`src/design/noc_pkg.sv`:
```
// mesh geometry and lbdr encoding
package noc_pkg;

  // ----------------------------------------------------------
  // node addressing
  // ----------------------------------------------------------

  // node id, also used as the source id of a read requester
  typedef logic [3:0] node_id_t;
  // one mesh coordinate, x in the low half of the id, y in the high half
  typedef logic [1:0] coord_t;

  // directions in which node ids grow along each axis
  typedef enum logic [1:0] {
    NORTH = 2'd0,
    EAST  = 2'd1,
    WEST  = 2'd2,
    SOUTH = 2'd3
  } dir_e;

  // ----------------------------------------------------------
  // lbdr entry layout
  // ----------------------------------------------------------

  typedef logic [11:0] lbdr_t;

  // routing bits, upper byte of the entry
  localparam int LBDR_RNE = 11;
  localparam int LBDR_RNW = 10;
  localparam int LBDR_RSE = 9;
  localparam int LBDR_RSW = 8;
  localparam int LBDR_REN = 7;
  localparam int LBDR_RES = 6;
  localparam int LBDR_RWN = 5;
  localparam int LBDR_RWS = 4;

  // connectivity bits, low nibble
  localparam int LBDR_CN = 3;
  localparam int LBDR_CE = 2;
  localparam int LBDR_CW = 1;
  localparam int LBDR_CS = 0;

  // xy routing only turns out of the x axis into y
  // identical for every node, connectivity left clear
  localparam lbdr_t LBDR_XY_ROUTING = lbdr_t'((1 << LBDR_REN) | (1 << LBDR_RES) |
                                               (1 << LBDR_RWN) | (1 << LBDR_RWS));

  // widest lbdr bus supported by the register bank
  localparam int MAX_VNS = 4;

  // ----------------------------------------------------------
  // coordinate helpers
  // ----------------------------------------------------------

  function automatic coord_t coord_x(node_id_t id);
    return id[1:0];
  endfunction

  function automatic coord_t coord_y(node_id_t id);
    return id[3:2];
  endfunction

endpackage
```
`src/design/filereg_pkg.sv`:
```
// register bank command and stream types
package filereg_pkg;

  // ----------------------------------------------------------
  // register file geometry
  // ----------------------------------------------------------

  // entry width, wide enough to hold one lbdr entry zero-extended
  typedef logic [15:0] entry_t;
  // register index
  typedef logic [2:0]  entry_id_t;

  // number of entries, must cover every value of entry_id_t
  localparam int DEPTH = 8;

  // ----------------------------------------------------------
  // request stream
  // ----------------------------------------------------------

  typedef enum logic {
    CMD_WRITE = 1'b0,
    CMD_READ  = 1'b1
  } cmd_e;

  // write: payload is the new entry value
  // read: low bits of payload carry the requester's source id
  typedef struct packed {
    cmd_e      cmd;
    entry_id_t entry_id;
    entry_t    payload;
  } req_t;

  // ----------------------------------------------------------
  // response stream
  // ----------------------------------------------------------

  // source id travels back so the response can be routed home
  typedef struct packed {
    noc_pkg::node_id_t src_id;
    entry_t            data;
  } rsp_t;

  // width of the source id field inside a read payload
  localparam int SRC_ID_W = $bits(noc_pkg::node_id_t);

  // lbdr entries sit in the low bits of a register
  localparam int LBDR_W = $bits(noc_pkg::lbdr_t);

endpackage

```
`src/design/filereg_top.sv`:
```
// router configuration register bank
`timescale 1ns/1ps

module filereg_top
  import noc_pkg::*;
  import filereg_pkg::*;
#(
  parameter int unsigned NodeId    = 0,
  parameter int unsigned NodesX    = 4,
  parameter int unsigned NodesY    = 4,
  parameter dir_e        XIncrease = EAST,
  parameter dir_e        YIncrease = NORTH,
  parameter int          NumVns    = 2
) (
  input  logic               clk_i,
  input  logic               rst_i,
  // request stream
  input  logic               req_valid_i,
  input  req_t               req_i,
  output logic               req_ready_o,
  // response stream
  output logic               rsp_valid_o,
  output rsp_t               rsp_o,
  input  logic               rsp_ready_i,
  // routing bits towards the router
  output lbdr_t [NumVns-1:0] lbdr_bits_o
);

  lbdr_t     def_entry;
  logic      wr_en;
  entry_id_t wr_id;
  entry_t    wr_data;
  entry_id_t rd_id;
  entry_t    rd_data;
  logic      rd_take;
  node_id_t  rd_src;
  logic      slot_free;

  // ----------------------------------------------------------
  // reset defaults
  // ----------------------------------------------------------

  lbdr_default_gen #(
    .NodeId    (NodeId),
    .NodesX    (NodesX),
    .NodesY    (NodesY),
    .XIncrease (XIncrease),
    .YIncrease (YIncrease)
  ) u_default (
    .def_entry_o (def_entry)
  );

  // ----------------------------------------------------------
  // storage
  // ----------------------------------------------------------

  reg_array #(
    .NumVns (NumVns)
  ) u_array (
    .clk_i       (clk_i),
    .rst_i       (rst_i),
    .def_entry_i (def_entry),
    .wr_en_i     (wr_en),
    .wr_id_i     (wr_id),
    .wr_data_i   (wr_data),
    .rd_id_i     (rd_id),
    .rd_data_o   (rd_data),
    .lbdr_bits_o (lbdr_bits_o)
  );

  // ----------------------------------------------------------
  // request side and response side
  // ----------------------------------------------------------

  request_ctrl u_req (
    .req_valid_i (req_valid_i),
    .req_i       (req_i),
    .req_ready_o (req_ready_o),
    .slot_free_i (slot_free),
    .wr_en_o     (wr_en),
    .wr_id_o     (wr_id),
    .wr_data_o   (wr_data),
    .rd_id_o     (rd_id),
    .rd_take_o   (rd_take),
    .rd_src_o    (rd_src)
  );

  read_return u_rsp (
    .clk_i       (clk_i),
    .rst_i       (rst_i),
    .rd_take_i   (rd_take),
    .rd_src_i    (rd_src),
    .rd_data_i   (rd_data),
    .rsp_ready_i (rsp_ready_i),
    .rsp_valid_o (rsp_valid_o),
    .rsp_o       (rsp_o),
    .slot_free_o (slot_free)
  );

endmodule

```
`src/design/read_return.sv`:
```
// read response register
`timescale 1ns/1ps

module read_return
  import noc_pkg::*;
  import filereg_pkg::*;
(
  input  logic     clk_i,
  input  logic     rst_i,
  // read accepted this cycle
  input  logic     rd_take_i,
  input  node_id_t rd_src_i,
  input  entry_t   rd_data_i,
  // response stream
  input  logic     rsp_ready_i,
  output logic     rsp_valid_o,
  output rsp_t     rsp_o,
  // no response held, or the held one leaves now
  output logic     slot_free_o
);

  typedef enum logic {
    EMPTY = 1'b0,
    FULL  = 1'b1
  } state_e;

  state_e state_q;
  state_e state_d;
  rsp_t   rsp_q;

  // ----------------------------------------------------------
  // slot state
  // ----------------------------------------------------------

  assign slot_free_o = (state_q == EMPTY) || rsp_ready_i;

  always_comb begin
    state_d = state_q;
    if (rd_take_i) begin
      // new read replaces a draining response, or fills an empty slot
      state_d = FULL;
    end else if ((state_q == FULL) && rsp_ready_i) begin
      state_d = EMPTY;
    end
  end

  always_ff @(posedge clk_i) begin
    if (rst_i) begin
      state_q <= EMPTY;
    end else begin
      state_q <= state_d;
    end
  end

  // ----------------------------------------------------------
  // captured response
  // ----------------------------------------------------------

  // value frozen at acceptance, later writes do not reach it
  always_ff @(posedge clk_i) begin
    if (rd_take_i) begin
      rsp_q <= '{src_id: rd_src_i, data: rd_data_i};
    end
  end

  assign rsp_valid_o = (state_q == FULL);
  assign rsp_o       = rsp_q;

endmodule

```
`src/design/request_ctrl.sv`:
```
// request decode and acceptance
`timescale 1ns/1ps

module request_ctrl
  import noc_pkg::*;
  import filereg_pkg::*;
(
  // request stream
  input  logic      req_valid_i,
  input  req_t      req_i,
  output logic      req_ready_o,
  // response register can take a new read this cycle
  input  logic      slot_free_i,
  // write strobe into the array
  output logic      wr_en_o,
  output entry_id_t wr_id_o,
  output entry_t    wr_data_o,
  // read select and take strobe
  output entry_id_t rd_id_o,
  output logic      rd_take_o,
  output node_id_t  rd_src_o
);

  logic is_read;
  logic is_write;
  logic xfer;

  // ----------------------------------------------------------
  // command decode
  // ----------------------------------------------------------

  assign is_read  = (req_i.cmd == CMD_READ);
  assign is_write = (req_i.cmd == CMD_WRITE);

  // ----------------------------------------------------------
  // acceptance
  // ----------------------------------------------------------

  // writes always go through
  // a read waits only while a response is stuck in the slot
  assign req_ready_o = !(req_valid_i && is_read && !slot_free_i);
  assign xfer        = req_valid_i && req_ready_o;

  // ----------------------------------------------------------
  // strobes
  // ----------------------------------------------------------

  assign wr_en_o   = xfer && is_write;
  assign rd_take_o = xfer && is_read;

  // entry index is shared by both ports
  assign wr_id_o   = req_i.entry_id;
  assign rd_id_o   = req_i.entry_id;
  assign wr_data_o = req_i.payload;

  // source id sits in the low payload bits of a read
  assign rd_src_o  = req_i.payload[SRC_ID_W-1:0];

endmodule

```
`src/design/reg_array.sv`:
```
// configuration register file
`timescale 1ns/1ps

module reg_array
  import noc_pkg::*;
  import filereg_pkg::*;
#(
  parameter int NumVns = 1
) (
  input  logic                     clk_i,
  input  logic                     rst_i,
  // default lbdr entry loaded on reset
  input  lbdr_t                    def_entry_i,
  // write port
  input  logic                     wr_en_i,
  input  entry_id_t                wr_id_i,
  input  entry_t                   wr_data_i,
  // asynchronous read port
  input  entry_id_t                rd_id_i,
  output entry_t                   rd_data_o,
  // routing bits of every vn, vn 0 in the low bits
  output lbdr_t [NumVns-1:0]       lbdr_bits_o
);

  // entries that take the lbdr default, bounded by the widest bus
  localparam int DefCount = (NumVns < MAX_VNS) ? NumVns : MAX_VNS;

  entry_t mem_q [DEPTH];

  // ----------------------------------------------------------
  // reset load and write
  // ----------------------------------------------------------

  always_ff @(posedge clk_i) begin
    if (rst_i) begin
      for (int i = 0; i < DEPTH; i++) begin
        // vn entries start with xy routing, the rest clear
        if (i < DefCount) begin
          mem_q[i] <= entry_t'(def_entry_i);
        end else begin
          mem_q[i] <= '0;
        end
      end
    end else if (wr_en_i) begin
      // one write per cycle, visible from the next cycle
      mem_q[wr_id_i] <= wr_data_i;
    end
  end

  // ----------------------------------------------------------
  // read and lbdr bus
  // ----------------------------------------------------------

  // combinational read, sampled by the response register
  assign rd_data_o = mem_q[rd_id_i];

  // low entries drive the router, upper entry bits ignored
  for (genvar v = 0; v < NumVns; v++) begin : g_lbdr
    assign lbdr_bits_o[v] = mem_q[v][LBDR_W-1:0];
  end

endmodule

```
`src/design/lbdr_default_gen.sv`:
```
// lbdr reset default
`timescale 1ns/1ps

module lbdr_default_gen
  import noc_pkg::*;
#(
  parameter int unsigned NodeId    = 0,
  parameter int unsigned NodesX    = 4,
  parameter int unsigned NodesY    = 4,
  parameter dir_e        XIncrease = EAST,
  parameter dir_e        YIncrease = NORTH
) (
  output lbdr_t def_entry_o
);

  // ----------------------------------------------------------
  // node position
  // ----------------------------------------------------------

  localparam coord_t XCur  = coord_x(node_id_t'(NodeId));
  localparam coord_t YCur  = coord_y(node_id_t'(NodeId));
  localparam int     XLast = int'(NodesX) - 1;
  localparam int     YLast = int'(NodesY) - 1;

  // ----------------------------------------------------------
  // mesh edges seen from this node
  // ----------------------------------------------------------

  // id 0 sits at the west edge when ids grow eastwards
  localparam bit AtWest  = ((XIncrease == EAST) && (int'(XCur) <= 0)) ||
                           ((XIncrease == WEST) && (int'(XCur) >= XLast));
  localparam bit AtEast  = ((XIncrease == EAST) && (int'(XCur) >= XLast)) ||
                           ((XIncrease == WEST) && (int'(XCur) <= 0));

  // id 0 sits at the south edge when ids grow northwards
  localparam bit AtSouth = ((YIncrease == NORTH) && (int'(YCur) <= 0)) ||
                           ((YIncrease == SOUTH) && (int'(YCur) >= YLast));
  localparam bit AtNorth = ((YIncrease == NORTH) && (int'(YCur) >= YLast)) ||
                           ((YIncrease == SOUTH) && (int'(YCur) <= 0));

  // ----------------------------------------------------------
  // entry assembly
  // ----------------------------------------------------------

  always_comb begin
    // routing bits shared by all nodes
    def_entry_o = LBDR_XY_ROUTING;
    // a port is connected unless it faces the mesh boundary
    def_entry_o[LBDR_CN] = !AtNorth;
    def_entry_o[LBDR_CE] = !AtEast;
    def_entry_o[LBDR_CW] = !AtWest;
    def_entry_o[LBDR_CS] = !AtSouth;
  end

endmodule

```
`config.mk`:
```
export PLATFORM = sky130hd
export DESIGN_NAME = filereg_top
export DESIGN_NICKNAME = d
export VERILOG_FILES = /design/src/design/noc_pkg.sv /design/src/design/filereg_pkg.sv /design/src/design/filereg_top.sv /design/src/design/read_return.sv /design/src/design/request_ctrl.sv /design/src/design/reg_array.sv /design/src/design/lbdr_default_gen.sv
export SDC_FILE = /design/constraint.sdc
export NUM_CORES = 1
export LEC_CHECK = 0
export ABC_CLOCK_PERIOD_IN_PS = 2390
export BUFFER_PORTS_ARGS = -buffer_cell sky130_fd_sc_hd__buf_2
export CORE_ASPECT_RATIO = 1.5
export CORE_MARGIN = 3
export CORE_UTILIZATION = 45
export DETAILED_ROUTE_END_ITERATION = 8
export GPL_ROUTABILITY_DRIVEN = 0
export GPL_TIMING_DRIVEN = 0
export PLACE_DENSITY_LB_ADDON = 0.25
export SYNTH_ARGS = -nofsm -noshare
export SYNTH_HDL_FRONTEND = slang
export SYNTH_SLANG_ARGS = --single-unit
export TNS_END_PERCENT = 50
```
`constraint.sdc`:
```
create_clock -name clk_i -period 2.39 [get_ports clk_i]
set_input_delay 0 -clock clk_i [delete_from_list [all_inputs] [get_ports clk_i]]
set_output_delay 0 -clock clk_i [all_outputs]
set_load 0.005 [all_outputs]
```
=== Yosys cells after proc, flatten, opt, wreduce, memory -nomap -nowiden ===
Memory sizes are Yosys's and may differ from the RTL's. A register that Yosys moved wholly into a read port is not among the register bits.
Index checks and enable logic that the tools add are counted.

* Input bits: 24
* Register bits after elaboration: 5
* Output and inout port bits: 46
* Bits in writable memories: 128
* Memories kept: 1
* Word-level logic and storage cells: 26

* Bitwise logic cells: 2
* Muxes and demuxes: 10
* Reduce and logical (&&, ||, !) cells: 11

{| class="wikitable"
|+ Memories
! memory !! words !! bits a word !! read ports !! clocked after Yosys merged registers in !! wr ports !! RTL line !! text
|-
| u_array.mem_q || 8 || 16 || 3 || 1 || 8 || reg_array.sv:28 || <nowiki>entry_t mem_q [DEPTH];</nowiki>
|}

{| class="wikitable"
|+ Operators by type and width
! cell !! number
|-
| two-way mux 16 bit || 1
|-
| OR reduction 16 bit || 1
|-
| two-way mux 1 bit || 8
|-
| logical AND 1 bit || 6
|-
| two-way mux 3 bit || 1
|-
| zero test 1 bit || 2
|-
| inverter 1 bit || 2
|-
| nonzero test 2 bit || 1
|-
| logical OR 1 bit || 1
|}

=== Depth between registers and ports, before layout ===
* Word-level depth: 12
* Gate-level depth with buffers: 6
* Gate-level depth less buffers: 2

=== Hierarchy ===
From an unflattened synthesis, not the netlist that was laid out.

* Cells, all modules: 445
* Area, all modules: 7,038.0 µm²

{| class="wikitable"
|+ By module, submodules not included
! module !! times used !! sequential area each (µm²) !! area each (µm²) !! cells each
|-
| reg_array || 1 || 3,843.7 || 6,074.6 || 378
|-
| read_return || 1 || 620.6 || 646.9 || 24
|-
| request_ctrl || 1 || 0.0 || 219.0 || 29
|-
| lbdr_default_gen || 1 || 0.0 || 97.6 || 14
|}

=== Worst setup path after synthesis ===
No wires, ideal clock.

* Kind: input to register
* From: input port req_i[16] (netlist name)
* To: memory u_array.mem_q[0][0] (netlist name) (enable)
* Path buffers: 3
* Setup slack: 0.254 ns
* Stages: 5
* Arrival time: 1.743 ns
* Library setup time: 0.392 ns
* Required time: 1.998 ns
* Cells stage by stage: buf_6 -> or4b_4 -> buf_6 -> buf_6 -> o21bai_1

{| class="wikitable"
|+ RTL lines
! what !! RTL line !! text
|-
| start: declaration || filereg_top.sv:19 || <nowiki>input req_t req_i,</nowiki>
|-
| end: declaration || reg_array.sv:28 ||
|}

==> flow_metrics.env <==
export IMPL_outcome="completed"
export IMPL_dr_total_vias=4165
export IMPL_worstRegToRegCells=2
export IMPL_min_period_ns=1.96
export IMPL_yosys_warnings=0
export IMPL_place_hpwl_mm=11.7
export IMPL_hold_buffers=10
export IMPL_hold_end="u_array.mem_q[0][3]"
export IMPL_hold_violations=0
export IMPL_relSlewSlack_pct=48.6
export IMPL_grt_pass1_wl_mm=26.0
export IMPL_dieArea_um2=16200
export IMPL_root_buffer="clkbuf_16"
export IMPL_cts_buffers=17
export IMPL_cp_end_kind="flop"
export IMPL_critPathRequiredTime_ns=2.51
export IMPL_syn_nets=449
export IMPL_finalSetupViolations=0
export IMPL_synth_avg_cell_area_um2=15.6
export IMPL_ys_ff_latch=149
export IMPL_syn_area_um2=6620
export IMPL_ys_seq_area_share_pct=67.4
export IMPL_drv_cap=0
export IMPL_cts_resized=0
export IMPL_multi_input_area_um2=1730
export IMPL_htreeDepth=4
export IMPL_grt_pass1_vias=4477
export IMPL_clk_transition_reported_paths_ns=0.06
export IMPL_syn_inst=425
export IMPL_placed_area_um2=7360
export IMPL_clk_latency_ns=0.42
export IMPL_ioPinCount=70
export IMPL_grt_antenna_before_repair=0
export IMPL_pre_cts_ws_ns=0.0475
export IMPL_clkSinkCount=149
export IMPL_final_nets=554
export IMPL_synth_top_cell_area_share_pct=67.1
export IMPL_mostFrequentLayoutCell="edfxtp_1"
export IMPL_rrSetupSlack_ns=0.93
export IMPL_critical_path_max_fanout=10
export IMPL_core_area_um2=14200
export IMPL_crit_path_start_kind="primary input"
export IMPL_grt_max_degree=17
export IMPL_crit_start="req_i[18]"
export IMPL_drtPass1Iterations=5
export IMPL_crit_arrival_ns=2.08
export IMPL_worst_hold_slack_ns=0.0245
export IMPL_wl_per_cell_um=23.0
export IMPL_finalMaxSlewViolations=0
export IMPL_max_slew_worst_pin_slew_ns=0.771
export IMPL_first_iter_violations=372
export IMPL_clock_skew_ns=0.00531
export IMPL_routed_wirelength_mm=16.9
export IMPL_r2r_start="u_array.mem_q[0][11]"
export IMPL_setup_ws_ns=0.432
export IMPL_power_density_nw_per_um2=811
export IMPL_hp_class="primary input to flop"
export IMPL_cts_tree="done"
export IMPL_fill_cells=1162
export IMPL_vias_per_cell=5.67
export IMPL_fin_crit_sh_pct=81.9
export IMPL_die_x_um=105
export IMPL_diodes=0
export IMPL_final_util_pct=57.1
export IMPL_reg2reg_to="u_rsp.rsp_o[11]"
export IMPL_crit_type="primary input to flop"
export IMPL_rsz0062_at_grt="false"
export IMPL_syn_to_final_growth_pct=22.3
export IMPL_grt_use_total_pct=21.9
export IMPL_num_rows=53
export IMPL_final_cell_area_um2=8100
export IMPL_ys_top_cells_by_area="edfxtp_1, mux4_2, nor3_1"
export IMPL_port_buffers=67
export IMPL_min_path_cells=3
export IMPL_min_delay_start="rst_i"
export IMPL_clk_path_buf_depth=2
export IMPL_cts_setup_buffers=0
export IMPL_most_common_layout_cells="edfxtp_1, nor3_1, buf_2, mux4_2"
export IMPL_dieHeight_um=155
export IMPL_fmax_mhz=511
export IMPL_ant_nets=0
export IMPL_leakagePower_nw=2.76
export IMPL_drive_above_1_share_pct=37.5
export IMPL_synth_cell_types=22
export IMPL_synth_top_area_cell="edfxtp_1"
export IMPL_route_detailed_drc=0
export IMPL_overflow=0
export IMPL_vdd_ir_drop_max_mv=0.409
export IMPL_regArea_um2=4460
export IMPL_initial_core_util_pct=46.7
[cells in the mapped netlist (all sizes together)]
cell and n:
inv 6, nor2 1, nor2b 1, clkinv 10, or4b 1, nand2b 3, nand2 2, mux2 16
o21bai 8, or3 12, nand4bb 1, clkbuf 22, buf 42, dfxtp 1, or2 1, mux4 32
nor3 116, nand3 1, a21oi 1, edfxtp 148
[worst max path at each step]
stage,endpoint,slack (ns),depth (start not counted)
2_1_floorplan,u_array.mem_q[0][0],0.25,5
3_3_place_gp,u_array.mem_q[0][1],-0.92,6
3_5_place_dp,u_array.mem_q[7][1],0.05,6
4_1_cts,u_array.mem_q[7][3],0.48,7
5_1_grt,u_array.mem_q[7][3],0.34,6
6_report,u_array.mem_q[7][3],0.43,6
[metal layers]
| metal | wire length, um | share of wire, % | vias up | global-route usage (%) |
|---|---|---|---|---|
| li1 | - | - | 1837 | - |
| met1 | 6020 | 36 | 2084 | 24.1 |
| met2 | 9090 | 54 | 195 | 39.8 |
| met3 | 1120 | 6.7 | 49 | 4.68 |
| met4 | 645 | 3.8 | 0 | 11.0 |
| met5 | 0 | 0 | - | 0 |
[report_power, final]
group          switching [W]  internal (W)  total (W)  leakage (nW)
clock network       0.000993       0.00194    0.00293         0.309
logic               0.000310      0.000256   0.000566          1.03
registers          0.0000451       0.00303    0.00308          1.42
total                0.00135       0.00522    0.00657          2.76
[critical path: stages]
cell and delay [ns]:
buf_2 0.21, buf_2 0.33, nand2_1 0.26, clkbuf_1 0.38
o21bai_2 0.64, buf_6 0.25
[final cells by class]
cell class,count,area share (%)
multi-input cells,196,21.3
flip-flops and latches,149,55.1
inverters,16,0.742
repair buffers,86,6.95
well taps,192,2.97
plain buffers,64,4.97
clock inverters,12,2.58
clock buffers,19,5.35
[stage by stage]
step	instances	TNS [ns]	total power (W)
6_report	734	0	0.00657
5_1_grt	734	0	0.00675
3_5_place_dp	693	0	0.00368
2_1_floorplan	425	0	0.00345
4_1_cts	734	0	0.00658
3_3_place_gp	684	-94.07	0.00364
[logic make-up after synthesis]
logic type	count (synthesis)	share of synthesized area [%]
compound gates	9	0.983
buf+inv	80	6.99
flops	149	67.4
mux	48	13.6
simple gates	139	11.0
[registers in the layout (all words and copies together) (netlist names)]
| signal | cells |
|---|---|
| u_array.mem_q | 128 |
| u_rsp.rsp_o | 20 |
| u_rsp.rsp_valid_o | 1 |
Power figures use the tool's default switching activity.
